**config.mk**
```make
export PLATFORM = sky130hd
export DESIGN_NAME = fetch_decode_reg
export DESIGN_NICKNAME = d
export VERILOG_FILES = /design/src/mips_isa_pkg.sv /design/src/fetch_decode_reg.sv
export SDC_FILE = /design/constraint.sdc
export NUM_CORES = 1
export LEC_CHECK = 0
export BUFFER_PORTS_ARGS = -buffer_cell sky130_fd_sc_hd__buf_2
export CAP_MARGIN = 20
export CORE_ASPECT_RATIO = 1.5
export CORE_MARGIN = 10
export CORE_UTILIZATION = 40
export DETAILED_ROUTE_END_ITERATION = 12
export PLACE_DENSITY = 0.72
export SLEW_MARGIN = 15
export SYNTH_ARGS = -nofsm -noshare
export SYNTH_HDL_FRONTEND = slang
export SYNTH_SLANG_ARGS = --single-unit
```
**constraint.sdc**
```tcl
create_clock -name clk -period 0.9 [get_ports clk]
set_input_delay 0.09 -clock clk [delete_from_list [all_inputs] [get_ports clk]]
set_output_delay 0.09 -clock clk [all_outputs]
set_load 0.1 [all_outputs]
```
**src/mips_isa_pkg.sv**
```systemverilog
// shared machine-word and instruction-format definitions for the fetch pipeline
// imported by the pipeline modules and by the testbench that builds programs

package mips_isa_pkg;

   // datapath width
   localparam int WORD_W = 32;

   // instructions, PCs and branch/jump targets all travel as one word
   typedef logic [WORD_W-1:0] word_t;

   localparam int WORD_BYTES = 4;   // sequential PC step

   // boot address of the text segment
   localparam word_t DEFAULT_RESET_PC = 32'h0040_0000;

   // primary opcode field, bits 31:26 of every format
   typedef logic [5:0] opcode_t;

   localparam int OPCODE_LSB = 26;   // low bit of opcode in the word
   localparam int JTARGET_W  = 26;   // J-format word-index field

   // J-format opcodes
   localparam opcode_t OPC_J   = 6'h02;
   localparam opcode_t OPC_JAL = 6'h03;

   // R-format register fields
   localparam int RS_LSB = 21;
   localparam int RT_LSB = 16;
   localparam int RD_LSB = 11;

   localparam int REG_IDX_W = 5;   // 32 general registers

endpackage

```
**src/fetch_decode_reg.sv**
```systemverilog
// IF/ID pipeline register
// loads instruction, PC+4 and valid when enable is high, holds on stall

`timescale 1ns/1ps

module fetch_decode_reg (
   input  logic                clk,
   input  logic                arst_n,
   input  logic                enable,
   input  mips_isa_pkg::word_t instr_f,
   input  mips_isa_pkg::word_t pc_plus_4_f,
   input  logic                valid_f,
   output mips_isa_pkg::word_t instr_d,
   output mips_isa_pkg::word_t pc_plus_4_d,
   output logic                valid_d
);

   import mips_isa_pkg::*;

   always_ff @(posedge clk or negedge arst_n) begin
      if (!arst_n) begin
         instr_d     <= '0;
         pc_plus_4_d <= '0;
         valid_d     <= 1'b0;
      end else if (enable) begin
         instr_d     <= instr_f;
         pc_plus_4_d <= pc_plus_4_f;   // decode uses it for jal and branch targets
         valid_d     <= valid_f;
      end
   end

endmodule

```
Word level (Yosys, flattened, before mapping)
Cells that the tools add are included.

Bits of input ports: 68. Output and inout bits: 65. Register bits after elaboration: 65. Word-level logic and storage cells: 3.

Logic depth before layout (Yosys ltp)
Depth after elaboration: 0. Mapped depth: 3. Mapped depth without buffers: 1.

Worst setup path before layout
Ideal clock, no wire load.

Path type: reg2reg. Start: register, netlist name instr_d[0]. End: register instr_d[0]. Period minus slack after synthesis: 1258 ps. Path buffers: 0. Setup time: 126 ps. Required time: 774 ps. Arrival time: 1132 ps. Stages on the path, launching flop included: 2. Path slack: -358 ps. Cells stage by stage: dfrtp_1 mux2_4.

RTL lines: end signal: assignment (line fetch_decode_reg.sv:26) `instr_d <= instr_f;`; end: declaration (line fetch_decode_reg.sv:13) `output mips_isa_pkg::word_t instr_d,`.

Worst setup path in the final report
Start: register instr_d[3]. End: output instr_d[3].

No word-level cell between the ends.

==> results_dict.tcl <==
set metrics [dict create \
    outcome "finished with violations" \
    violations "negative setup slack" \
    drt_iter0_markers 114 \
    power_density_nw_per_um2 2009 \
    period_share_pct 126.8 \
    p_int_mw 6.969 \
    grt_overflow 0 \
    fin_total_pwr_mw 11.47 \
    start_util_pct 40.66 \
    rsz0062_at_grt "yes" \
    syn_to_final_growth_pct 118.1 \
    multi_input_area_um2 930.9 \
    clk_pin_slew_ps 90 \
    placed_cells 348 \
    r2r_cells 2 \
    syn_avg_cell_area_um2 19.12 \
    slowest_delay_ps 520 \
    cp_max_fo 2 \
    whs_ps 15.92 \
    cp_slowest_cell "dfrtp_4" \
    synth-simple-area-share_pct 0 \
    synthXorXnorAreaFrac_pct 0 \
    fp.dieW_um 86.07 \
    path_class "reg -> out" \
    final_max_slew_viol_count 0 \
    cts_tree "done" \
    core_um2 6441 \
    ys_ff_latch 65 \
    maxCapViolCount 0 \
    grt_usage_pct 20.67 \
    cts-root-buf "clkbuf_8" \
    nFillCells 232 \
    syn_area_um2 2619 \
    dieArea_um2 10250 \
    numCtsBuffers 9 \
    hold-path-cell-count 2 \
    layout-drive-gt1-share_pct 82.29 \
    synth_compound_area_share_pct 0 \
    fin_util_pct 88.66 \
    clockPowerShare_pct 25.1 \
    nets 430 \
    grt_antenna_before_repair 3 \
    wl_per_cell_um 25.62 \
    setup_ws_ps -241.1 \
    p_seq_share_pct 33.1 \
    p_sw_mw 4.504 \
    finalClockSkew_ps 0 \
    htree_levels 3 \
    regToRegStartpoint "instr_d[15]$_DFFE_PN0P_" \
    cp_top_family "flip-flops" \
    synthMuxAreaShare_pct 35.12 \
    yosysSeqAreaShare_pct 62.11 \
    vias_per_cell 4.821 \
    ant_nets 0 \
    grt_max_degree 34 \
    vias 2150 \
    clock-sinks 65 \
    clock_latency_ps 340 \
    synth_top_family_by_area "multiplexers" \
    die_y_um 119.1 \
    pwr-share-comb_pct 41.8 \
    reg2reg_slack_ps -120 \
    end_kind "output port" \
    arrival_ps 1050 \
    min_to "instr_d[29]$_DFFE_PN0P_" \
    dp_hpwl_mm 6.119 \
    grt_pass1_wl_mm 16.11 \
    cp.buffers_inverters 1 \
    path_cells "buf_12" \
    stdcell_count 446 \
    max_freq_mhz 876.4 \
    grt_pass1_vias 2602 \
    drc 0 \
    slew_headroom_pct 77.81 \
    wirelength_mm 11.43 \
    r2r_end "instr_d[15]$_DFFE_PN0P_" \
    period_needed_ps 1141 \
    worstPathRequired_ps 810 \
    io_pins 133 \
    synth_nets 205 \
    gp_congestion 0.7388 \
    portBuffers 132 \
    max-vdd-ir-drop_uv 1343 \
    worstMarginPinSlew_ps 332.8 \
    ys.warnings.count 0 \
    cp-start-kind "flip-flop" \
    drtPass1Iterations 4 \
    setup_viol 94 \
    holdCritStartpoint "instr_f[29]" \
    hold_viol 0 \
    num_rows 36 \
    synthAdderAreaFrac_pct 0 \
    hold_class "in -> reg" \
    synthCells 137 \
    switching_share_pct 39.26 \
    cts.path.max_buffers 2 \
    final-seq-area_um2 1871 \
    leakagePower_nw 2.588 \
    tns_ps -15520 \
    synth_cell_type_count 5 \
]
[power by group through the flow]
stage | Combinational, mW | Sequential (mW) | Clock (mW)
after floorplan | 0.524 | 5.83 | 0
after global placement | 4.31 | 3.79 | 0
after detailed placement | 4.36 | 3.81 | 0
after CTS | 4.71 | 3.75 | 2.81
after global routing | 4.90 | 3.83 | 3.01
final | 4.80 | 3.80 | 2.88
[cell usage in the layout, fill, tap and decap left out]
cell type / netlist / final
clkbuf_1: 0 / 1
dfrtp_4: 0 / 65
buf_2: 1 / 66
clkinv_4: 0 / 2
diode_2: 0 / 3
dlygate4sd3_1: 0 / 64
mux2_2: 15 / 12
mux2_4: 50 / 53
clkbuf_8: 0 / 9
clkinvlp_4: 0 / 2
buf_12: 0 / 70
buf_4: 0 / 6
bufinv_16: 0 / 2
buf_6: 6 / 15
[metrics by stage]
| step | cell area [um^2] | worst slack (ps) |
|---|---|---|
| final | 5710 | -241.1 |
| after global routing | 5710 | -268.1 |
| after CTS | 5658 | -227.4 |
| after detailed placement | 4662 | -41.31 |
| after global placement | 4662 | -24.39 |
| after floorplan | 2863 | -126.8 |
[how the worst max path moves through the flow]
stage	end	slack, ps	depth (start not counted)	startpoint
final	instr_d[3]	-240	1	instr_d[3]$_DFFE_PN0P_
after global routing	instr_d[28]	-270	1	instr_d[28]$_DFFE_PN0P_
after CTS	instr_d[3]	-230	1	instr_d[3]$_DFFE_PN0P_
after detailed placement	pc_plus_4_d[5]$_DFFE_PN0P_	-40	3	enable
after global placement	pc_plus_4_d[5]$_DFFE_PN0P_	-20	3	enable
after floorplan	instr_d[0]$_DFFE_PN0P_	-130	1	instr_d[0]$_DFFE_PN0P_
[kinds of logic (layout without fill, tap and decap cells)]
group                  Yosys count  in the layout
buffers and inverters            7            237
other                            0              3
multiplexers                    65             65
flip-flops                      65             65
[cell type report]
class | count | share of cell area [%]
Clock buffer | 10 | 2.235
Sequential cell | 65 | 32.76
Tap cell | 76 | 1.665
Multi-Input combinational cell | 65 | 16.30
Timing Repair Buffer | 221 | 45.29
Clock inverter | 6 | 1.621
Antenna cell | 3 | 0.1315
[layer usage]
metal,wire [um],GRT usage (%),part of all wire [%]
met2,6282,36.99,55
met3,798,6.276,7.0
met1,4070,21.13,36
met4,276,9.401,2.4
met5,0,0,0
[synthesized netlist by cell type]
cell / number / area share, %
buf_2: 1 / 0.19
dfrtp_1: 65 / 62
buf_6: 6 / 2.6
mux2_2: 15 / 6.4
mux2_4: 50 / 29
[timing repair]
action | 4_1_cts | 5_1_grt
setup endpoints to repair | 67 | 95
endpoints found under the hold margin | 128 | 0
hold buffers | 64 | 0
buffers inserted | 12 | 4
gates resized for setup | 12 | 7
[registers in the layout (all words and copies together) (netlist names)]
register / count
instr_d: 32
pc_plus_4_d: 32
valid_d: 1
Note: power is estimated with default switching activity, not from simulation.
