==> config.mk <==
export PLATFORM = sky130hd
export DESIGN_NAME = apb_imem_port
export DESIGN_NICKNAME = d
export VERILOG_FILES = /design/src/fetch_bus_pkg.sv /design/src/mips_isa_pkg.sv /design/src/apb_imem_port.sv
export SDC_FILE = /design/constraint.sdc
export NUM_CORES = 1
export LEC_CHECK = 0
export ABC_AREA = 1
export ABC_CLOCK_PERIOD_IN_PS = 4300
export BUFFER_PORTS_ARGS = -buffer_cell sky130_fd_sc_hd__buf_2
export CAP_MARGIN = 10
export CORE_AREA = 2 2 63 65
export DETAILED_ROUTE_END_ITERATION = 12
export DIE_AREA = 0 0 65 67
export PLACE_DENSITY = 0.74
export SLEW_MARGIN = 20
export SYNTH_ARGS = -nofsm -noshare
export SYNTH_HDL_FRONTEND = slang
export SYNTH_SLANG_ARGS = --single-unit
==> constraint.sdc <==
create_clock -name clk -period 4.3 [get_ports clk]
set_input_delay 1.29 -clock clk [delete_from_list [all_inputs] [get_ports clk]]
set_output_delay 1.29 -clock clk [all_outputs]
set_load 0.02 [all_outputs]
==> src/fetch_bus_pkg.sv <==
// host-side register map of the fetch subsystem
// APB address layout, control bit positions and the program-load window

package fetch_bus_pkg;

   localparam int APB_ADDR_W = 16;   // byte address on the host port

   typedef logic [APB_ADDR_W-1:0] apb_addr_t;

   // control register, bit 0 is run, read/write
   localparam apb_addr_t REG_CTRL = 16'h0000;

   // current fetch PC, read only
   localparam apb_addr_t REG_PC = 16'h0004;

   // instruction memory write window
   // word n lives at IMEM_BASE + 4*n
   localparam apb_addr_t IMEM_BASE = 16'h1000;

   localparam int CTRL_RUN_BIT = 0;   // position of run in REG_CTRL

endpackage

==> src/mips_isa_pkg.sv <==
// shared machine-word and instruction-format definitions for the fetch pipeline
// imported by the pipeline modules and by the testbench that builds programs

package mips_isa_pkg;

   // datapath width
   localparam int WORD_W = 32;

   // instructions, PCs and branch/jump targets all travel as one word
   typedef logic [WORD_W-1:0] word_t;

   localparam int WORD_BYTES = 4;   // sequential PC step

   // boot address of the text segment
   localparam word_t DEFAULT_RESET_PC = 32'h0040_0000;

   // primary opcode field, bits 31:26 of every format
   typedef logic [5:0] opcode_t;

   localparam int OPCODE_LSB = 26;   // low bit of opcode in the word
   localparam int JTARGET_W  = 26;   // J-format word-index field

   // J-format opcodes
   localparam opcode_t OPC_J   = 6'h02;
   localparam opcode_t OPC_JAL = 6'h03;

   // R-format register fields
   localparam int RS_LSB = 21;
   localparam int RT_LSB = 16;
   localparam int RD_LSB = 11;

   localparam int REG_IDX_W = 5;   // 32 general registers

endpackage

==> src/apb_imem_port.sv <==
// APB slave of the fetch subsystem
// holds the run bit, reads back the fetch PC and turns window writes into
// instruction memory writes while fetching is stopped; all bus errors come from here

`timescale 1ns/1ps

module apb_imem_port #(
   parameter mips_isa_pkg::word_t RESET_PC   = mips_isa_pkg::DEFAULT_RESET_PC,
   parameter int unsigned         IMEM_WORDS = 256
) (
   input  logic                            clk,
   input  logic                            arst_n,
   input  logic                            psel,
   input  logic                            penable,
   input  logic                            pwrite,
   input  fetch_bus_pkg::apb_addr_t        paddr,
   input  mips_isa_pkg::word_t             pwdata,
   output mips_isa_pkg::word_t             prdata,
   output logic                            pready,
   output logic                            pslverr,
   input  mips_isa_pkg::word_t             pc_f,
   output logic                            run,
   output logic                            wr_en,
   output logic [$clog2(IMEM_WORDS)-1:0]   wr_index,
   output mips_isa_pkg::word_t             wr_data
);

   import mips_isa_pkg::*;
   import fetch_bus_pkg::*;

   localparam int IDX_W   = $clog2(IMEM_WORDS);
   localparam int BYTE_SH = $clog2(WORD_BYTES);

   logic      access;     // access phase of a transfer
   apb_addr_t mem_off;    // byte offset into the window
   logic      hit_ctrl;
   logic      hit_pc;
   logic      hit_mem;
   logic      err;
   word_t     ctrl_word;

   assign access   = psel & penable;
   assign mem_off  = paddr - IMEM_BASE;
   assign hit_ctrl = (paddr == REG_CTRL);
   assign hit_pc   = (paddr == REG_PC);
   // word aligned and below the top of memory
   assign hit_mem  = (paddr >= IMEM_BASE) && (mem_off[BYTE_SH-1:0] == '0) &&
                     ((mem_off >> BYTE_SH) < IMEM_WORDS);

   always_comb begin
      err = 1'b0;
      if (!(hit_ctrl || hit_pc || hit_mem))
         err = 1'b1;                     // unmapped
      else if (hit_pc && pwrite)
         err = 1'b1;                     // PC is read only
      else if (hit_mem && !pwrite)
         err = 1'b1;                     // no host reads of memory
      else if (hit_mem && run)
         err = 1'b1;                     // program is locked while fetching
   end

   always_comb begin
      ctrl_word               = '0;
      ctrl_word[CTRL_RUN_BIT] = run;
   end

   // read data only during a good read access and zero otherwise
   assign prdata  = (access && !pwrite && !err) ? (hit_pc ? pc_f : ctrl_word) : '0;
   assign pready  = 1'b1;   // zero wait states
   assign pslverr = access & err;

   assign wr_en    = access & pwrite & hit_mem & ~err;
   assign wr_index = mem_off[BYTE_SH +: IDX_W];
   assign wr_data  = pwdata;

   always_ff @(posedge clk or negedge arst_n) begin
      if (!arst_n)
         run <= 1'b0;
      else if (access && pwrite && hit_ctrl)
         run <= pwdata[CTRL_RUN_BIT];   // takes effect on the completing edge
   end

   // memory must never change under a running fetch
   a_no_write_running: assert property (@(posedge clk) disable iff (!arst_n)
      wr_en |-> !run);

   // fetch leaves reset at the same PC the host sees
   a_reset_pc: assert property (@(posedge clk) $rose(arst_n) |-> pc_f == RESET_PC);

endmodule

# Yosys cells after proc, flatten, opt, wreduce, memory -nomap -nowiden
# Index checks and enable logic that the tools add are counted.
[totals]
ff_bits = 1
in_bits = 85
output_inout_bits = 76
word_cells = 32
[classes]
n_addsub = 1
n_lt_le_gt_ge = 2
eq_ne = 1
n_mux = 6
n_bitwise = 6
reduce_logical = 15
[ops]
columns = ["operator", "n"]
rows = [
  ["$mux 32", 2],
  ["$eq 16x3->1 const B", 1],
  ["$ge 16x13->1 const B", 1],
  ["$logic_not 16->1", 1],
  ["$sub 16x13->16 const B", 1],
  ["$lt 14x9->1 const B", 1],
  ["$logic_and 1x1->1", 9],
  ["$and 1x1->1", 5],
  ["$mux 1", 4],
  ["$logic_not 1->1", 2],
  ["$logic_not 2->1", 1],
  ["$logic_or 1x1->1", 2],
  ["$not 1->1", 1],
]

# Longest topological paths before layout
# Gate-level depths: netlist of run 1.
[logic_depth]
depth_word = 12
ltp_mapped = 10

# Worst setup path after synthesis of run 1
# No wires, ideal clock.
[synth_path]
path_kind = "input to output"
from = "input port paddr[11]"
to = "output port prdata[19]"
t_arrival_ps = 2352
setup_slack_ps = 658
stages = 8
path_buffers = 1
path_cell_list = "nor2_1 -> nand2_2 -> nor2_4 -> nand2_1 -> nand3_2 -> nand3_4 -> buf_6 -> nor2_1"
[synth_between]
elab_chain_len = 11
elab_cells_between_ends = 20
classes_between = "add/sub (1); order compare (2); eq/ne (1); mux (6); reduce/logical (10)"
[synth_lines]
columns = ["item", "line", "source"]
rows = [
  ["start, declared", "apb_imem_port.sv:16", "input fetch_bus_pkg::apb_addr_t paddr,"],
  ["$sub 16x13->16 or $ge 16x13->1 (tied branches)", "apb_imem_port.sv:43, apb_imem_port.sv:47", ""],
  ["$lt 14x9->1 or $logic_and 1x1->1 (tied branches)", "apb_imem_port.sv:48, apb_imem_port.sv:47", ""],
  ["$logic_and 1x1->1", "apb_imem_port.sv:47", "assign hit_mem = (paddr >= IMEM_BASE) && (mem_off[BYTE_SH-1:0] == '0) &&"],
  ["$logic_and 1x1->1", "apb_imem_port.sv:58", "else if (hit_mem && run)"],
  ["$mux 1", "apb_imem_port.sv:58", ""],
  ["$mux 1", "apb_imem_port.sv:56", "else if (hit_mem && !pwrite)"],
  ["$mux 1", "apb_imem_port.sv:54", "else if (hit_pc && pwrite)"],
  ["$mux 1", "apb_imem_port.sv:52", "if (!(hit_ctrl || hit_pc || hit_mem))"],
  ["$logic_not 1->1", "apb_imem_port.sv:68", "assign prdata = (access && !pwrite && !err) ? (hit_pc ? pc_f : ctrl_word) : '0;"],
  ["$logic_and 1x1->1", "apb_imem_port.sv:68", ""],
  ["$mux 32 *", "apb_imem_port.sv:68", ""],
  ["end, declared", "apb_imem_port.sv:18", "output mips_isa_pkg::word_t prdata,"],
]
# Mark *: on every way between the ends. The rest lies on a longest branch, timed or not.

# Worst setup path in the final report of run 1
[layout_path]
from = "input port paddr[5]"
to = "output port prdata[5]"
# The elaborated chain is that of the path after synthesis.

==> results.yml, run 1 <==
routing:
  drt-wirelength-per-cell_um: 9.19
  ant_nets: 0
  vias: 1033
  drtIter0Drc: 14
  viasPerCell: 3.99
  post-route-drc-count: 0
  totalWireLength_um: 2380
  dr.pass1.iters: 2
final_layout:
  insertedDiodeCount: 0
  largest-register: "run"
  largest_reg_flops: 1
  top_regs: "run: 1 flops"
  regArea_um2: 25.0
  utilization: 0.307
  layout_commonest_cell: "buf_2"
  multi_input_comb_area_um2: 500
  num-fill-cells: 423
  synthToLayoutAreaGrowth_pct: 23.4
  drive_gt1_frac: 0.592
  mostFrequentLayoutCells: "97 x buf_2, 43 x nand2_1, 27 x nor2_1, 20 x nor2_2, 6 x inv_1"
  nets: 298
place:
  dpl_worst_slack_ns: 0.250
  portBuffers: 97
  dp_hpwl_um: 2070
  globalplace.congestion: 0.702
timing:
  finalWorstPathRequiredPeriod_ns: 4.01
  setup_viol: 0
  fin_ws_ns: 0.288
  max_freq_ghz: 0.249
  maxSlewViolCount: 0
  hold_viol_final: 0
  tns_ns: 0
  rsz0062_at_grt: "no"
  fin_skew_ns: 0
  period_share: 0.933
power_and_ir_drop:
  pwr-share-clk: 0
  p_sw_mw: 0.0217
  ir_drop_mv: 0.0497
  combPwrFrac: 0.821
  leakagePower_nw: 0.588
  swShare: 0.406
  p_per_area_nw_per_um2: 48.4
  power.internal_mw: 0.0319
  p_total_mw: 0.0536
  seq_power_share: 0.179
synthesis:
  yosys_warnings: 0
  synth_area_um2: 898
  ys_seq_elements: 1
  synthesis.instances: 159
  syn_area_per_cell_um2: 5.65
  ys_types: 19
  synth-seq-area-share: 0.0279
  synthesis.nets: 244
critical_path:
  rrSetupSlack_ns: 3.64
  critPathCaptureType: "output port"
  start_kind: "input pin"
  crit_path_max_fanout: 32
  worstPathRequired_ns: 3.01
  path_class: "in2out"
  cp.arrival_ns: 2.72
floorplan:
  die_h_um: 67
  core_um2: 3610
  io_pins: 161
  fp-row-count: 22
  die_w_um: 65
  initial_utilization: 0.249
  design.die.area_um2: 4360
clock_network:
  clk_latency_ns: 0
  clkSlewWorstSetupHoldPaths_ns: 0
  post-cts-setup-buffer-count: 0
  ctsResizeCount: 0
  cts_hold_buf: 0
hold_path:
  min_path_type: "reg2reg"
global_routing:
  overflow: 0
  grt_pass1_wl_um: 3620
  antenna_found_initial: 0
  grt_max_degree: 33
  grt_pass1_vias: 903
  grt_use_total: 0.0988
run_status:
  status: "completed"
job:
  max-cap-violations: 0
[logic make-up (layout without fill, tap and decap cells)]
group | after synthesis | after routing | synth area share
compound gates | 3 | 3 | 0.0167
simple gates | 101 | 101 | 0.529
flops | 1 | 1 | 0.0279
other cells | 1 | 1 | 0.00417
buf+inv | 53 | 105 | 0.422
[routing by layer]
| metal | vias up | GRT usage | wire length [um] |
|---|---|---|---|
| li1 | 541 | - | - |
| met1 | 426 | 0.105 | 908 |
| met2 | 58 | 0.200 | 1170 |
| met3 | 8 | 0.0118 | 243 |
| met4 | 0 | 0.0293 | 55 |
| met5 | - | 0 | 0 |
[power by group through the flow]
stage                     registers, mW  clock network [mW]  logic [mW]
after floorplan                 0.00959                   0      0.0627
after global placement          0.00958                   0      0.0437
after detailed placement        0.00958                   0      0.0443
after CTS                       0.00958                   0      0.0446
after global routing            0.00958                   0      0.0490
final                           0.00958                   0      0.0440
[cells in the mapped netlist]
cell type | instances | area share
nand3_4 | 1 | 0.020
nor2_2 | 20 | 0.14
nand3_2 | 1 | 0.011
conb_1 | 1 | 0.0042
nand2_1 | 43 | 0.18
nor3_1 | 1 | 0.0056
buf_6 | 3 | 0.038
nand4_1 | 1 | 0.0070
nor3_2 | 1 | 0.011
buf_2 | 3 | 0.017
nor2_1 | 27 | 0.11
buf_4 | 41 | 0.34
dfrtp_1 | 1 | 0.028
nand3_1 | 3 | 0.017
a21oi_1 | 1 | 0.0056
nand2_2 | 2 | 0.014
nor2_4 | 1 | 0.013
o21ai_0 | 2 | 0.011
inv_1 | 6 | 0.025
[final cells by class]
cell class	instances	area share
multi-input cells	105	0.451
repair buffers	99	0.451
well taps	48	0.0542
flip-flops and latches	1	0.0226
inverters	6	0.0203
[metrics by stage]
| step | hold slack [ns] | cells | instance area [um^2] |
|---|---|---|---|
| after floorplan | 0.635 | 159 | 898 |
| after global placement | 0.552 | 259 | 1110 |
| after detailed placement | 0.551 | 259 | 1110 |
| after CTS | 0.555 | 259 | 1110 |
| after global routing | 0.580 | 259 | 1110 |
| final | 0.555 | 259 | 1110 |
[worst max-delay path, stage by stage]
cell and delay [ns]:
buf_2 0.10, nor2_1 0.14, nand2_1 0.10, nor2_2 0.15, nand2_1 0.10, nand3_2 0.10
nand3_4 0.35, nor2_1 0.20, buf_2 0.19
[worst paths after layout]
path | startpoint | endpoint | cells past startpoint
max reg2reg | run | run | 2
min reg2reg | run | run | 2
min in group asynchronous | arst_n | run | 1
max in group asynchronous | arst_n | run | 1
min | run | run | 2
max | paddr[5] | prdata[5] | 9
Power figures use the tool's default switching activity.
==> inputs of run 2 (changes only) <==
--- a/config.mk
+++ b/config.mk
@@ -8,11 +8,12 @@
 export ABC_AREA = 1
 export ABC_CLOCK_PERIOD_IN_PS = 4300
 export BUFFER_PORTS_ARGS = -buffer_cell sky130_fd_sc_hd__buf_2
-export CAP_MARGIN = 10
+export CAP_MARGIN = 25
 export CORE_AREA = 2 2 63 65
 export DETAILED_ROUTE_END_ITERATION = 12
 export DIE_AREA = 0 0 65 67
 export PLACE_DENSITY = 0.74
+export RECOVER_POWER = 25
 export SLEW_MARGIN = 20
 export SYNTH_ARGS = -nofsm -noshare
 export SYNTH_HDL_FRONTEND = slang
==> run 2 against run 1 <==
Net effect: routed wire length about the same; worst setup slack unchanged; global-route usage stayed put; first-iteration DRC count unchanged; register-to-register slack barely moved; sequential cell count unchanged; critical path type unchanged.
==> results.yml, run 2 (synthesis gave the netlist of run 1 again) <==
run_status:
  status: "completed"
timing:
  tns_ns: 0
  fin_ws_ns: 0.288
  setup_viol: 0
  hold_viol_final: 0
  fin_skew_ns: 0
  period_share: 0.933
  max_freq_ghz: 0.249
  whs_ns: 0.557
  maxSlewViolCount: 0
  rsz0062_at_grt: "no"
  finalWorstPathRequiredPeriod_ns: 4.01
routing:
  drt-wirelength-per-cell_um: 9.18
  totalWireLength_um: 2380
  drtIter0Drc: 14
  dr.pass1.iters: 2
  viasPerCell: 3.99
  post-route-drc-count: 0
  ant_nets: 0
  vias: 1033
critical_path:
  crit_path_max_fanout: 32
  path_class: "in2out"
  critPathCaptureType: "output port"
  rrSetupSlack_ns: 3.64
  start_kind: "input pin"
  r2r_cells: 2
  crit_start: "paddr[5]"
  r2r-end: "run"
  worstReg2RegStart: "run"
  cp.arrival_ns: 2.72
  worstPathRequired_ns: 3.01
  endpoint: "prdata[5]"
final_layout:
  largest_reg_flops: 1
  fin_area_um2: 1110
  insertedDiodeCount: 0
  largest-register: "run"
  utilization: 0.307
  synthToLayoutAreaGrowth_pct: 23.3
  top_regs: "run: 1 flops"
  layout_commonest_cell: "buf_2"
  drive_gt1_frac: 0.588
  nets: 298
  fin_cells: 259
  mostFrequentLayoutCells: "96 x buf_2, 43 x nand2_1, 27 x nor2_1, 20 x nor2_2, 6 x inv_1"
floorplan:
  initial_utilization: 0.249
  die_h_um: 67
  die_w_um: 65
  core_um2: 3610
  design.die.area_um2: 4360
  fp-row-count: 22
  io_pins: 161
clock_network:
  clkSlewWorstSetupHoldPaths_ns: 0
  clk_latency_ns: 0
  post-cts-setup-buffer-count: 0
  ctsResizeCount: 0
  cts_hold_buf: 0
global_routing:
  overflow: 0
  grt_max_degree: 33
  grt_use_total: 0.0988
  antenna_found_initial: 0
  grt_pass1_vias: 903
  grt_pass1_wl_um: 3620
place:
  portBuffers: 97
  globalplace.congestion: 0.702
  dpl_worst_slack_ns: 0.250
  dpl-instance-area_um2: 1110
  dp_cells: 259
  dp_hpwl_um: 2070
power_and_ir_drop:
  leakagePower_nw: 0.584
  p_per_area_nw_per_um2: 48.4
  p_total_mw: 0.0536
  ir_drop_mv: 0.0497
hold_path:
  min_from: "run"
  min_path_type: "reg2reg"
job:
  max-cap-violations: 0
[run 2: changes by cell type in the layout (fill, tap and decap cells not counted), sizes merged]
cell	previous run	this run
clkbuf	0	1
buf	99	98
[run 2: worst max-delay path: stages]
cell	delay (ns)
buf_2	0.10
nor2_1	0.14
nand2_1	0.10
nor2_2	0.15
nand2_1	0.10
nand3_2	0.10
nand3_4	0.35
nor2_1	0.20
buf_2	0.19
[run 2: how the worst min path moves through the flow]
stage           to  depth (start not counted)
3_3_place_gp   run                          2
5_1_grt        run                          2
3_5_place_dp   run                          2
4_1_cts        run                          2
6_report       run                          2
2_1_floorplan  run                          2
[run 2: report_power, final]
part | switching, mW | total [mW] | internal, mW
combinational | 0.0217 | 0.0440 | 0.0223
clock | 0 | 0 | 0
sequential | 0.000000911 | 0.00958 | 0.00958
total | 0.0217 | 0.0536 | 0.0319
[run 2: area by class of cell]
type                    instances  area [um^2]
multi-input cells             105          500
well taps                      48         60.1
fillers                       424         2500
flip-flops and latches          1         25.0
repair buffers                 99          499
inverters                       6         22.5
[run 2: layer usage]
metal,up-vias,routed length [um],global-route usage
li1,541,-,-
met1,426,907,0.105
met2,58,1170,0.200
met3,8,243,0.0118
met4,0,55,0.0293
met5,-,0,0
==> inputs of run 3 (changes only) <==
--- a/config.mk
+++ b/config.mk
@@ -7,7 +7,7 @@
 export LEC_CHECK = 0
 export ABC_AREA = 1
 export ABC_CLOCK_PERIOD_IN_PS = 4300
-export BUFFER_PORTS_ARGS = -buffer_cell sky130_fd_sc_hd__buf_2
+export BUFFER_PORTS_ARGS = -buffer_cell sky130_fd_sc_hd__buf_4
 export CAP_MARGIN = 25
 export CORE_AREA = 2 2 63 65
 export DETAILED_ROUTE_END_ITERATION = 12
==> run 3 against run 2 <==
Net effect: combinational power increased by 38%; worst hold slack got worse by 0.0095 ns; worst setup slack improved by 0.074 ns; register-to-register slack about the same; global-route usage increased by 0.96 points; sequential power about the same; critical path type unchanged; highest routed layer unchanged.
==> results.yml, run 3 (synthesis gave the netlist of run 1 again) <==
routing:
  ant_nets: 0
  dr.pass1.iters: 4
  drt-wirelength-per-cell_um: 10.3
  viasPerCell: 4.07
  vias: 1057
  drtIter0Drc: 35
  totalWireLength_um: 2680
  post-route-drc-count: 0
power_and_ir_drop:
  p_total_mw: 0.0703
  leakagePower_nw: 0.633
  ir_drop_mv: 0.0534
  p_per_area_nw_per_um2: 51.6
critical_path:
  crit_chain: "buf_4, nor2_1, nand2_2, nor2_4, nand2_1, nand3_2, nand3_4, nor2_1, buf_4"
  crit_start: "paddr[11]"
  cp.arrival_ns: 2.65
  worstPathRequired_ns: 3.01
  path_class: "in2out"
  crit_path_max_fanout: 16
  rrSetupSlack_ns: 3.65
  r2r-end: "run"
  start_kind: "input pin"
  crit_slowest_cell: "nand3_4"
  worstReg2RegStart: "run"
  max_stage_delay_ns: 0.26
  critPathCaptureType: "output port"
  r2r_cells: 2
global_routing:
  grt_use_total: 0.108
  grt_max_degree: 33
  antenna_found_initial: 0
  overflow: 0
  grt_pass1_vias: 964
  grt_pass1_wl_um: 3950
place:
  globalplace.congestion: 0.761
  portBuffers: 97
  dp_hpwl_um: 2170
final_layout:
  mostFrequentLayoutCells: "97 x buf_4, 44 x nand2_1, 27 x nor2_1, 20 x nor2_2, 6 x inv_1"
  layout_commonest_cell: "buf_4"
  largest-register: "run"
  top_regs: "run: 1 flops"
  insertedDiodeCount: 0
  drive_gt1_frac: 0.585
  largest_reg_flops: 1
  nets: 299
  synthToLayoutAreaGrowth_pct: 51.7
hold_path:
  min_path_type: "reg2reg"
  min_from: "run"
  holdPathEnd: "run"
  holdPathStages: 2
clock_network:
  clk_latency_ns: 0
  clkSlewWorstSetupHoldPaths_ns: 0
floorplan:
  io_pins: 161
  design.die.area_um2: 4360
  die_h_um: 67
  core_um2: 3610
  die_w_um: 65
  initial_utilization: 0.249
  fp-row-count: 22
timing:
  max_freq_ghz: 0.254
  setup_viol: 0
  period_share: 0.916
  tns_ns: 0
  finalWorstPathRequiredPeriod_ns: 3.94
  rsz0062_at_grt: "no"
  maxSlewViolCount: 0
  hold_viol_final: 0
  fin_skew_ns: 0
job:
  max-cap-violations: 0
run_status:
  status: "completed"
[run 3: worst max-delay path by stage]
stage	end	slack [ns]
global route	prdata[0]	0.16
CTS	prdata[0]	0.20
global placement	prdata[0]	0.27
floorplan	prdata[19]	0.66
finish	prdata[6]	0.36
detailed placement	prdata[0]	0.21
[run 3: area by class of cell]
class,count,area [um^2]
inverter,6,22.5
timing repair buffer,99,739
sequential,1,25.0
multi-input combinational,106,515
tap,48,60.1
fill,413,2240
[run 3: per-stage QoR]
step / std cells / setup WS, ns / cell area (um^2) / hold WS, ns / utilization
finish: 260 / 0.362 / 1360 / 0.548 / 0.378
floorplan: 159 / 0.658 / 898 / 0.635 / -
global route: 260 / 0.163 / 1360 / 0.574 / 0.378
global placement: 259 / 0.271 / 1350 / 0.550 / 0.375
detailed placement: 259 / 0.212 / 1350 / 0.554 / 0.375
CTS: 259 / 0.201 / 1350 / 0.558 / 0.375
[run 3: power by group]
part           internal [mW]  total, mW  switching [mW]
combinational         0.0382     0.0607          0.0225
sequential           0.00958    0.00958     0.000000833
clock                      0          0               0
[run 3: timing repair]
item | CTS | global route
hold buffers | 0 | 0
setup buffers | 0 | 0
setup endpoints to repair | 0 | 2
resized for setup | 0 | 1
[run 3: metal layers]
metal  routed length (um)  track usage  vias up
li1                     -            -      547
met2                 1290        0.211       58
met1                 1050        0.121      444
met5                    0            0        -
met3                  275       0.0152        8
met4                   55       0.0293        0
[run 3: worst max-delay path, delay by kind of cell]
kind	cells	cell delay (ns)
AND/OR/NAND/NOR	7	1.10
buffers and inverters	2	0.27
