`src/mips_isa_pkg.sv`:
```
// shared machine-word and instruction-format definitions for the fetch pipeline
// imported by the pipeline modules and by the testbench that builds programs

package mips_isa_pkg;

   // datapath width
   localparam int WORD_W = 32;

   // instructions, PCs and branch/jump targets all travel as one word
   typedef logic [WORD_W-1:0] word_t;

   localparam int WORD_BYTES = 4;   // sequential PC step

   // boot address of the text segment
   localparam word_t DEFAULT_RESET_PC = 32'h0040_0000;

   // primary opcode field, bits 31:26 of every format
   typedef logic [5:0] opcode_t;

   localparam int OPCODE_LSB = 26;   // low bit of opcode in the word
   localparam int JTARGET_W  = 26;   // J-format word-index field

   // J-format opcodes
   localparam opcode_t OPC_J   = 6'h02;
   localparam opcode_t OPC_JAL = 6'h03;

   // R-format register fields
   localparam int RS_LSB = 21;
   localparam int RT_LSB = 16;
   localparam int RD_LSB = 11;

   localparam int REG_IDX_W = 5;   // 32 general registers

endpackage

```
`src/fetch.sv`:
```
// fetch stage core
// program counter with run/stall enable, next-PC select and memory read request;
// the memory word comes back one edge later together with the new PC

`timescale 1ns/1ps

module fetch #(
   parameter mips_isa_pkg::word_t RESET_PC   = mips_isa_pkg::DEFAULT_RESET_PC,
   parameter int unsigned         IMEM_WORDS = 256
) (
   input  logic                            clk,
   input  logic                            arst_n,
   input  logic                            run,
   input  logic                            enable,        // not stall from hazard unit
   input  logic                            jump,
   input  logic                            jump_reg,
   input  logic                            branch,
   input  mips_isa_pkg::word_t             jump_addr,
   input  mips_isa_pkg::word_t             jump_reg_addr,
   input  mips_isa_pkg::word_t             branch_addr,
   output mips_isa_pkg::word_t             instr_f,
   output mips_isa_pkg::word_t             pc_f,
   output mips_isa_pkg::word_t             pc_plus_4_f,
   output logic                            valid_f,
   output logic                            rd_en,
   output logic [$clog2(IMEM_WORDS)-1:0]   rd_index,
   input  mips_isa_pkg::word_t             instr
);

   import mips_isa_pkg::*;

   localparam int IDX_W   = $clog2(IMEM_WORDS);
   localparam int BYTE_SH = $clog2(WORD_BYTES);

   word_t pc_next;
   word_t pc_off;    // next PC relative to the boot address
   logic  advance;

   pc_select u_pc_select (
      .clk           (clk),
      .arst_n        (arst_n),
      .pc_f          (pc_f),
      .jump          (jump),
      .jump_reg      (jump_reg),
      .branch        (branch),
      .jump_addr     (jump_addr),
      .jump_reg_addr (jump_reg_addr),
      .branch_addr   (branch_addr),
      .pc_plus_4     (pc_plus_4_f),
      .pc_next       (pc_next)
   );

   assign advance = run & enable;

   always_ff @(posedge clk or negedge arst_n) begin
      if (!arst_n)
         pc_f <= RESET_PC;
      else if (advance)
         pc_f <= pc_next;
   end

   // high from the first advancing edge, drops one edge after run clears
   always_ff @(posedge clk or negedge arst_n) begin
      if (!arst_n)
         valid_f <= 1'b0;
      else if (!run)
         valid_f <= 1'b0;
      else if (enable)
         valid_f <= 1'b1;
   end

   // word index wraps modulo memory size
   assign pc_off   = pc_next - RESET_PC;
   assign rd_index = pc_off[BYTE_SH +: IDX_W];
   assign rd_en    = advance;      // same edge as the PC load
   assign instr_f  = instr;        // already aligned with pc_f

endmodule

```
`src/pc_select.sv`:
```
// next-PC logic of the fetch stage
// PC+4 adder and the branch / jump / jump-register priority select

`timescale 1ns/1ps

module pc_select (
   input  logic                clk,
   input  logic                arst_n,
   input  mips_isa_pkg::word_t pc_f,
   input  logic                jump,
   input  logic                jump_reg,
   input  logic                branch,
   input  mips_isa_pkg::word_t jump_addr,
   input  mips_isa_pkg::word_t jump_reg_addr,
   input  mips_isa_pkg::word_t branch_addr,
   output mips_isa_pkg::word_t pc_plus_4,
   output mips_isa_pkg::word_t pc_next
);

   import mips_isa_pkg::*;

   assign pc_plus_4 = pc_f + WORD_BYTES;   // sequential successor

   // branch wins over jump, jump_reg only picks which jump target
   always_comb begin
      pc_next = pc_plus_4;
      if (branch)
         pc_next = branch_addr;
      else if (jump)
         pc_next = jump_reg ? jump_reg_addr : jump_addr;
   end

   // alignment of the PC register holds over time as long as targets are aligned
   a_next_aligned: assert property (@(posedge clk) disable iff (!arst_n)
      (jump_addr[1:0] == 2'b00 && jump_reg_addr[1:0] == 2'b00 &&
       branch_addr[1:0] == 2'b00) |-> pc_next[1:0] == 2'b00);

endmodule

```
`config.mk`:
```
export PLATFORM = sky130hd
export DESIGN_NAME = fetch
export DESIGN_NICKNAME = d
export VERILOG_FILES = /design/src/mips_isa_pkg.sv /design/src/fetch.sv /design/src/pc_select.sv
export SDC_FILE = /design/constraint.sdc
export NUM_CORES = 1
export LEC_CHECK = 0
export BUFFER_PORTS_ARGS = -buffer_cell sky130_fd_sc_hd__buf_2
export CORE_AREA = 3 3 95 97
export DETAILED_ROUTE_END_ITERATION = 10
export DIE_AREA = 0 0 98 100
export PLACE_DENSITY_LB_ADDON = 0.2
export SYNTH_ARGS = -nofsm -noshare
export SYNTH_HDL_FRONTEND = slang
export SYNTH_SLANG_ARGS = --single-unit
```
`constraint.sdc`:
```
create_clock -name clk -period 3 [get_ports clk]
set_input_delay 0.6 -clock clk [delete_from_list [all_inputs] [get_ports clk]]
set_output_delay 0.6 -clock clk [all_outputs]
set_load 0.02 [all_outputs]
```
# After elaboration in Yosys (flattened, before gate mapping)
# Cells that the tools add are included.
[word_totals]
reg_bits = 33
latch_bits = 0
ram_bits = 0
rom_bits = 0
input_bits = 135
memories = 0
[op_classes]
n_addsub = 2
n_mul = 0
div_mod_pow = 0
n_lt_le_gt_ge = 0
eq_ne = 1
shift = 0
muxes = 5
bitwise = 1
n_reduce_logical = 0
[ops]
columns = ["op", "count"]
rows = [
  ["$mux W32", 3],
  ["$add A32 B3 Y32 const B", 1],
  ["$sub A10 B1 Y10 const B", 1],
  ["$mux W1", 2],
  ["$ne A2 B1 Y1 const B", 1],
  ["$and A1 B1 Y1", 1],
]

# Longest topological paths before layout
# Gate-level depths: netlist (run 1).
[logic_depth]
depth_word = 4
depth_mapped = 8
mapped_depth_nobuf = 5

# By module
# Synthesis (run 1) repeated with hierarchy kept, for this count alone.
[hier_totals]
cells_unflattened = 349
area_unflattened_um2 = 3288.2
[modules_own_cells]
columns = ["mod", "instances", "cells_each", "area_per_inst_um2", "seq_area_each_um2"]
rows = [
  ["pc_select", 1, 246, 1700.4, 0.0],
  ["fetch", 1, 103, 1587.8, 827.0],
]

# Worst setup path before layout (run 1)
# Ideal clock, no wire load.
[synth_timing]
path_kind = "reg-to-output"
start = "register pc_f[2]"
end = "output port pc_plus_4_f[30]"
t_arrival_ns = 2.153
required_ns = 2.400
slack_ns = 0.247
stages_incl_launch_ff = 7
n_path_buf = 1
path_cell_list = "dfrtp_1 ha_1 inv_1 or4_4 buf_6 or2_1 xnor2_1"
[synth_via]
elab_chain_len = 1
[synth_rtl]
columns = ["element", "line_no", "source"]
rows = [
  ["start: declaration", "fetch.sv:22", "output mips_isa_pkg::word_t pc_f,"],
  ["start signal: assignment", "fetch.sv:59", "pc_f <= pc_next;"],
  ["$add A32 B3 Y32", "pc_select.sv:22", "assign pc_plus_4 = pc_f + WORD_BYTES;"],
  ["end: declaration", "fetch.sv:23", "output mips_isa_pkg::word_t pc_plus_4_f,"],
]
# Every way passes these cells.

# Final worst setup path (run 1)
[layout_timing]
start = "register pc_f[2]"
end = "output port pc_plus_4_f[26]"
# Same word-level chain as after synthesis.

==> results.tsv, run 1 <==
stage	metric	value	unit
sta	worst slew pin tran	0.812	ns
clock_network	CTS buffer count	5	
yosys	Post-Syn Nets	582	
run	Max Cap Viol	0	
yosys	Synth cell types	54	
clock_network	Worst-path clk slew	0.07	ns
sta	Fin Setup TNS	0	ns
sta	final slew viol count	0	
setup_path	Crit Path Max Fanout	11	
place	I/O Buffers	176	
yosys	YS warnings	0	
yosys	Netlist Area Pre-Place	0.00349	sq mm
status	status	finished clean	
setup_path	CP max-delay cell	or4_4	
route	WL final	11500	microns
setup_path	CP cell instances	ha_2, inv_1, or4_4, or3_4, xnor2_1, buf_2	
yosys	Synth Instances	446	
sta	max_slew headroom	45.9	%
place	HPWL after detailed placement	8890	microns
sta	fmax	344	MHz
route	final antenna-violating net count	0	
layout	Final Net Count	707	
sta	Final setup viols	0	
sta	skew final	0.00412	ns
sta	Final period util	96.9	%
layout	ant diodes	0	
setup_path	critical path capture point type	output pin	
pwr	Pwr Density	485	mW/mm^2
setup_path	WP data required	2.40	ns
floorplanning	Die Y	100	microns
yosys	top_reg_cell synth	dfrtp_1	
global_route	first-pass GRT wire length	18500	microns
pwr	P_leak	2.02	nW
route	drt first-iter violations	190	
route	vias per cell	5.56	
floorplanning	die area	0.00980	sq mm
floorplanning	Die W	98	microns
setup_path	Critical Path Source Type	flop	
floorplanning	io pins	241	
global_route	initial antenna violation count	0	
clock_network	Clock Path Buffers	2	
global_route	grt ovf	0	
layout	P&R area growth vs syn	23.0	%
floorplanning	floorplan core area	0.00822	sq mm
global_route	largest net degree at the start of global routing	34	
global_route	total track usage	23.1	%
route	drc violations	0	
sta	unrepaired setup endpoints after global routing	false	
floorplanning	num rows	33	
floorplanning	effective utilization at floorplan	42.5	%
route	total number of vias	3764	
yosys	Mean Syn Cell Area	7.83	sq um
layout	share of layout cells above drive strength 1	41.4	%
clock_network	sinks on the clock net	33	
setup_path	Critical Path Max Stage Delay	0.62	ns
route	First-pass DRT Iterations	4	
yosys	fraction of registers with async set/reset	100	%
clock_network	clk_lat worst skew	0.29	ns
setup_path	R2R Path Start	pc_f[2]	
yosys	register area share after synthesis	23.7	%
yosys	number of synthesized flops with an enable pin	0	
sta	final hold violation count	0	
clock_network	CTS Hold Bufs	0	
clock_network	CTS tree	done	
setup_path	data arrival time of the worst path	2.31	ns
hold_path	Hold Path Class	in2async	
global_route	vias in the first global route	3634	
yosys	#FFs+latches synth	33	
pwr	maximum vdd drop	0.000200	V
setup_path	crit path kind	reg2out	
clock_network	H-tree levels	2	
setup_path	Setup crit start	pc_f[2]	
route	DR WL/cell	17.0	microns
clock_network	Root Buffer	clkbuf_8	
sta	Final min period	2.91	ns
place	gpl congestion	0.880	
pwr	Pwr Total	0.00208	W
[synth_stat cells, drive strengths merged (5+ instances only)]
master  number  area, sq um
a311o        8         80.1
dfrtp       32          801
nand3       16         80.1
mux2i       27          270
a31oi        8         50.1
buf         53          373
xor2         6         52.6
xnor2       20          175
nor4        13         81.3
o211ai       5         42.5
clkbuf      28          108
a21oi        8         40.0
o311ai       8         70.1
a22oi       12         90.1
and3         6         37.5
nand4       11         75.1
nor3         7         35.0
inv          8         30.0
o31ai        5         37.5
nor2        30          113
or2          5         31.3
mux2        16          180
nand2       48          180
or4          6         52.6
o21ai       31          155
[path summary, 6_finish.rpt]
kind / cells past startpoint / slack [ns] / end
min in group clk: 1 / 0.49 / valid_f
max in group asynchronous: 1 / 2.03 / pc_f[4]
setup / recovery: 6 / 0.09 / pc_plus_4_f[26]
hold / removal: 1 / 0.39 / pc_f[30]
hold reg to reg: 1 / 0.49 / valid_f
setup reg to reg: 5 / 0.92 / pc_f[26]
[stage by stage]
step / hold slack (ns) / utilization [%] / setup WS [ns] / instances / area, sq um
2_1_floorplan: 0.304 / - / 0.247 / 446 / 3490
4_1_cts: 0.427 / 52.2 / 0.0706 / 677 / 4290
3_3_place_gp: 0.464 / 51.0 / 0.307 / 668 / 4190
5_1_grt: 0.453 / 52.3 / 0.00598 / 677 / 4300
3_5_place_dp: 0.468 / 51.0 / 0.278 / 668 / 4190
6_report: 0.389 / 52.3 / 0.0932 / 677 / 4300
[layer usage]
layer | vias to the layer above | global-route usage (%) | share of wire, %
li1 | 1834 | - | -
met1 | 1750 | 30.3 | 42
met2 | 158 | 39.7 | 49
met3 | 22 | 4.38 | 7.7
met4 | 0 | 5.22 | 1.3
met5 | - | 0 | 0
[registers in the layout (all words and copies together), names as in the netlist]
name / cells
pc_f: 32
valid_f: 1
[worst max-delay path, delay by kind of cell (launching register included)]
kind	cells	cell delay [ns]
flops	1	0.36
buf+inv	2	0.28
fa+ha+maj	1	0.22
simple gates	2	1.03
xor+xnor	1	0.12
[power by group]
part           internal, W  switching (W)
logic             0.000411       0.000622
registers         0.000537       0.000154
clock network     0.000187       0.000172
[cells in the final DEF (no fill, tap or decap), drive strengths merged, types with 7 or more instances in the layout]
| master | Yosys | layout |
|---|---|---|
| a21oi | 8 | 8 |
| a22oi | 12 | 12 |
| a311o | 8 | 8 |
| a31oi | 8 | 8 |
| buf | 53 | 199 |
| clkbuf | 28 | 8 |
| dfrtp | 32 | 32 |
| inv | 8 | 8 |
| mux2 | 16 | 16 |
| mux2i | 27 | 27 |
| nand2 | 48 | 48 |
| nand3 | 16 | 16 |
| nand4 | 11 | 11 |
| nor2 | 30 | 30 |
| nor3 | 7 | 7 |
| nor4 | 13 | 13 |
| o21ai | 31 | 31 |
| o311ai | 8 | 8 |
| xnor2 | 20 | 20 |
[logic make-up (layout without fill, tap and decap cells)]
logic type                 after synthesis  after routing  synth area share, %
AOI/OAI and AO/OA                      100            100                 19.6
xor gates and xnor gates                26             26                 6.52
adders and majority gates                1              1                0.358
buffers and inverters                   89            215                 14.6
DFF                                     33             33                 23.7
muxes                                   43             43                 12.9
and+or+nand+nor                        154            154                 22.3
[layout make-up]
| class | count | area, sq um |
|---|---|---|
| Clock buffer | 8 | 90.1 |
| Fill cell | 810 | 3920 |
| Inverter | 8 | 30.0 |
| Multi-Input combinational cell | 324 | 2160 |
| Sequential cell | 33 | 833 |
| Tap cell | 105 | 131 |
| Timing Repair Buffer | 199 | 1050 |
[what timing repair did]
action                     in CTS  in global routing
resized for setup               1                  5
gates cloned                    0                  0
buffers inserted                1                  0
pin swaps                       0                  2
setup endpoints to repair       1                  5
Power figures use the tool's default switching activity.
==> inputs of run 2 (changes only) <==
Settings changed: CELL_PAD_IN_SITES_DETAIL_PLACEMENT set to 1, CELL_PAD_IN_SITES_GLOBAL_PLACEMENT set to 2, CORE_AREA 3 3 95 97 to 3 3 133 135, DIE_AREA 0 0 98 100 to 0 0 136 138, HOLD_SLACK_MARGIN set to 0.12.
==> results.tsv, run 2 (synthesis gave the netlist of run 1 again) <==
stage	metric	value	unit
status	status	finished clean	
layout	Regs by FF count	pc_f: 32 flops, valid_f: 1 flops	
global_route	vias in the first global route	3867	
place	gpl congestion	0.787	
pwr	Pwr Total	0.00230	W
global_route	first-pass GRT wire length	22500	microns
floorplanning	num rows	47	
pwr	Pwr Density	509	mW/mm^2
layout	Final Net Count	711	
layout	ant diodes	0	
clock_network	CTS Hold Bufs	0	
setup_path	Crit Path Max Fanout	10	
layout	most common cell after layout, fill and taps aside	buf_2	
route	Routed met1 length	6630	microns
clock_network	clk_lat worst skew	0.28	ns
route	DR WL/cell	18.5	microns
place	I/O Buffers	176	
sta	Fin Setup TNS	0	ns
place	HPWL after detailed placement	11600	microns
pwr	maximum vdd drop	0.000170	V
clock_network	Clock Path Buffers	2	
setup_path	crit path kind	reg2out	
floorplanning	Die W	136	microns
layout	P&R area growth vs syn	29.6	%
sta	Final period util	96.7	%
global_route	initial antenna violation count	0	
clock_network	CTS tree	done	
clock_network	Worst-path clk slew	0.06	ns
sta	final worst-path setup slack	0.0992	ns
sta	worst slew pin tran	0.890	ns
floorplanning	io pins	241	
sta	final hold violation count	0	
route	First-pass DRT Iterations	5	
floorplanning	floorplan core area	0.0166	sq mm
floorplanning	effective utilization at floorplan	21.1	%
layout	post-layout instance area	0.00453	sq mm
place	Place WS	0.311	ns
setup_path	Critical Path Source Type	flop	
route	final antenna-violating net count	0	
global_route	largest net degree at the start of global routing	39	
sta	fmax	345	MHz
route	routed wl met2	6900	microns
global_route	grt ovf	0	
route	drt first-iter violations	151	
place	dpl cell area	0.00435	sq mm
pwr	P_leak	2.07	nW
global_route	total track usage	15.2	%
setup_path	R2R Path Start	pc_f[12]	
route	vias per cell	4.74	
sta	skew final	0.00260	ns
clock_network	Root Buffer	clkbuf_16	
layout	share of layout cells above drive strength 1	41.6	%
clock_network	CTS buffer count	5	
setup_path	FF-to-FF End	pc_f[20]	
run	Max Cap Viol	0	
route	WL final	14700	microns
sta	Final min period	2.90	ns
clock_network	H-tree levels	2	
sta	Final setup viols	0	
sta	unrepaired setup endpoints after global routing	true	
hold_path	Hold Path Class	in2async	
setup_path	critical path capture point type	output pin	
layout	most frequent cells in the layout	buf_2, nand2_1, o21ai_0	
route	drc violations	0	
floorplanning	Die Y	138	microns
clock_network	sinks on the clock net	33	
route	WL met3	1000	microns
sta	max_slew headroom	40.7	%
setup_path	worst r2r path cells	5	
layout	max reg flops	32	
setup_path	r2r setup slk	0.89	ns
layout	Top reg by flops	pc_f	
sta	final slew viol count	0	
setup_path	WP data required	2.40	ns
floorplanning	die area	0.0188	sq mm
setup_path	data arrival time of the worst path	2.30	ns
route	Top Metal Used	met4	
route	total number of vias	3769	
==> run 2: cell types whose count changed in the layout (fill, tap and decap cells not counted), sizes merged <==
cell and change:
buf +4, clkbuf -1
==> run 2: critical path, stage by stage (launching register included) <==
cell	delay, ns
dfrtp_1	0.49
nand4_1	0.25
or4_4	0.55
or3_4	0.40
xnor2_1	0.15
buf_4	0.16
==> run 2: report_power, final <==
group	internal [W]	switching [W]	total [W]
Sequential	0.000536	0.000160	0.000696
Clock	0.000327	0.000204	0.000530
Combinational	0.000416	0.000660	0.00108
==> run 2: final cells by class <==
cell class | count | area, sq um
clock buffers | 7 | 143
fillers | 2064 | 12100
inverters | 8 | 30.0
multi-input cells | 324 | 2160
flip-flops and latches | 33 | 830
well taps | 220 | 275
repair buffers | 203 | 1090
==> run 2: what timing repair did <==
item / CTS / global route
buffers inserted: 0 / 3
endpoints found under the setup margin: 1 / 4
pin swaps: 1 / 1
gates resized for setup: 0 / 5
==> run 2: worst max-delay path by stage <==
stage / from / endpoint / cells past startpoint
2_1_floorplan: pc_f[2] / pc_plus_4_f[30] / 6
3_3_place_gp: pc_f[2] / pc_plus_4_f[26] / 6
3_5_place_dp: pc_f[3] / pc_plus_4_f[26] / 6
4_1_cts: pc_f[3] / pc_plus_4_f[26] / 6
5_1_grt: pc_f[3] / pc_plus_4_f[26] / 6
6_report: pc_f[12] / pc_plus_4_f[26] / 5
==> run 2: per-stage QoR <==
stage / util [%] / cells / hold slack [ns]
6_report: 27.3 / 795 / 0.439
5_1_grt: 27.3 / 795 / 0.505
4_1_cts: 27.1 / 792 / 0.476
3_5_place_dp: 26.2 / 785 / 0.467
3_3_place_gp: 26.2 / 785 / 0.464
2_1_floorplan: - / 446 / 0.304
==> run 2: routing by layer <==
layer,global-route usage (%),vias to the layer above
met3,2.62,20
met4,3.50,0
met2,25.6,137
met5,0,-
li1,-,1836
met1,20.4,1776
==> inputs of run 3 (changes only) <==
Settings changed: GPL_TIMING_DRIVEN set to 0.
==> results.tsv, run 3 (synthesis gave the netlist of run 1 again) <==
stage	metric	value	unit
route	final antenna-violating net count	0	
sta	unrepaired setup endpoints after global routing	true	
route	WL final	16500	microns
global_route	initial antenna violation count	0	
hold_path	Hold Path Class	in2async	
clock_network	sinks on the clock net	33	
place	I/O Buffers	206	
layout	Final Net Count	800	
pwr	Pwr Total	0.00242	W
route	WL met3	1050	microns
place	HPWL after detailed placement	13100	microns
place	dpl cell area	0.00480	sq mm
clock_network	Root Buffer	clkbuf_16	
place	gpl congestion	0.844	
global_route	total track usage	16.7	%
floorplanning	die area	0.0188	sq mm
route	Routed met1 length	7400	microns
layout	Top reg by flops	pc_f	
floorplanning	num rows	47	
route	vias per cell	4.76	
setup_path	WP data required	2.40	ns
pwr	Pwr Density	478	mW/mm^2
clock_network	Clock Path Buffers	2	
sta	Final min period	2.89	ns
layout	post-layout instance area	0.00507	sq mm
sta	fmax	346	MHz
clock_network	CTS Hold Bufs	0	
sta	Final period util	96.4	%
clock_network	H-tree levels	2	
layout	Fillers	2049	
sta	final worst-path setup slack	0.108	ns
floorplanning	Die W	136	microns
sta	final hold slack	0.440	ns
setup_path	r2r setup slk	0.82	ns
layout	max reg flops	32	
floorplanning	Die Y	138	microns
place	Place WS	-0.312	ns
sta	max_slew headroom	33.8	%
route	drt first-iter violations	123	
sta	worst slew pin tran	0.989	ns
layout	most common cell after layout, fill and taps aside	buf_2	
setup_path	crit path kind	reg2out	
route	DR WL/cell	18.7	microns
clock_network	Worst-path clk slew	0.05	ns
setup_path	critical path capture point type	output pin	
status	status	finished clean	
layout	ant diodes	0	
global_route	first-pass GRT wire length	24600	microns
layout	most frequent cells in the layout	buf_2, buf_4, nand2_1	
global_route	largest net degree at the start of global routing	34	
pwr	P_leak	2.41	nW
sta	final hold violation count	0	
sta	final slew viol count	0	
route	Top Metal Used	met4	
global_route	grt ovf	0	
floorplanning	io pins	241	
setup_path	Crit Path Max Fanout	10	
floorplanning	effective utilization at floorplan	21.1	%
route	drc violations	0	
layout	P&R area growth vs syn	45.1	%
sta	skew final	0.00568	ns
layout	Regs by FF count	pc_f: 32 flops, valid_f: 1 flops	
route	First-pass DRT Iterations	4	
setup_path	data arrival time of the worst path	2.29	ns
route	total number of vias	4210	
route	routed wl met2	7860	microns
layout	share of layout cells above drive strength 1	47.5	%
clock_network	clk_lat worst skew	0.28	ns
global_route	vias in the first global route	4340	
clock_network	CTS tree	done	
floorplanning	floorplan core area	0.0166	sq mm
pwr	maximum vdd drop	0.000162	V
run	Max Cap Viol	0	
setup_path	Critical Path Source Type	flop	
clock_network	CTS buffer count	5	
sta	Final setup viols	0	
-- run 3: cell types whose count changed in the layout (fill, tap and decap cells not counted), sizes merged --
cell	previous run	this run
buf	203	267
clkbuf	7	33
-- run 3: layout make-up --
type | count | area, sq um | area share [%]
flip-flops and latches | 33 | 835 | 16.5
repair buffers | 216 | 1100 | 21.8
multi-input cells | 324 | 2220 | 43.7
clock buffers | 8 | 136 | 2.69
inverters | 8 | 30.0 | 0.593
plain buffers | 76 | 472 | 9.31
well taps | 220 | 275 | 5.43
-- run 3: metal layers --
layer / global-route usage [%] / up-vias
met4: 3.93 / 0
met2: 28.5 / 159
met3: 2.25 / 12
met1: 22.2 / 2020
li1: - / 2019
met5: 0 / -
-- run 3: power breakdown --
group          internal, W  total [W]  leakage, nW  switching (W)
logic             0.000476    0.00123         1.96       0.000749
registers         0.000538   0.000682        0.382       0.000144
clock network     0.000309   0.000515       0.0652       0.000205
-- run 3: what timing repair did --
action                                  CTS  global route
endpoints found under the setup margin   22            13
gates resized for setup                  17             7
pin swaps                                 3             1
setup buffers                             6             4
-- run 3: worst paths after layout --
path,startpoint,to,cells after the start
worst max-delay path,pc_f[10],pc_plus_4_f[30],7
worst min-delay path,arst_n,pc_f[30],1
worst max register to register,pc_f[4],pc_f[27],8
worst min register to register,valid_f,valid_f,1
max in group asynchronous,arst_n,pc_f[6],1
min in group clk,valid_f,valid_f,1
-- run 3: through the flow --
step                      TNS [ns]  util [%]  cells
after floorplan                  0         -    446
after global placement       -1.72      28.9    872
after detailed placement     -1.87      28.9    872
after CTS                        0      30.3    882
after global routing       -0.0158      30.6    885
final                            0      30.6    885
-- run 3: critical path, stage by stage, from the launching register on --
cell     delay (ns)
dfrtp_1        0.35
buf_2          0.21
nand4_1        0.19
or4_4          0.53
buf_6          0.17
or2_1          0.26
xnor2_1        0.13
buf_2          0.18
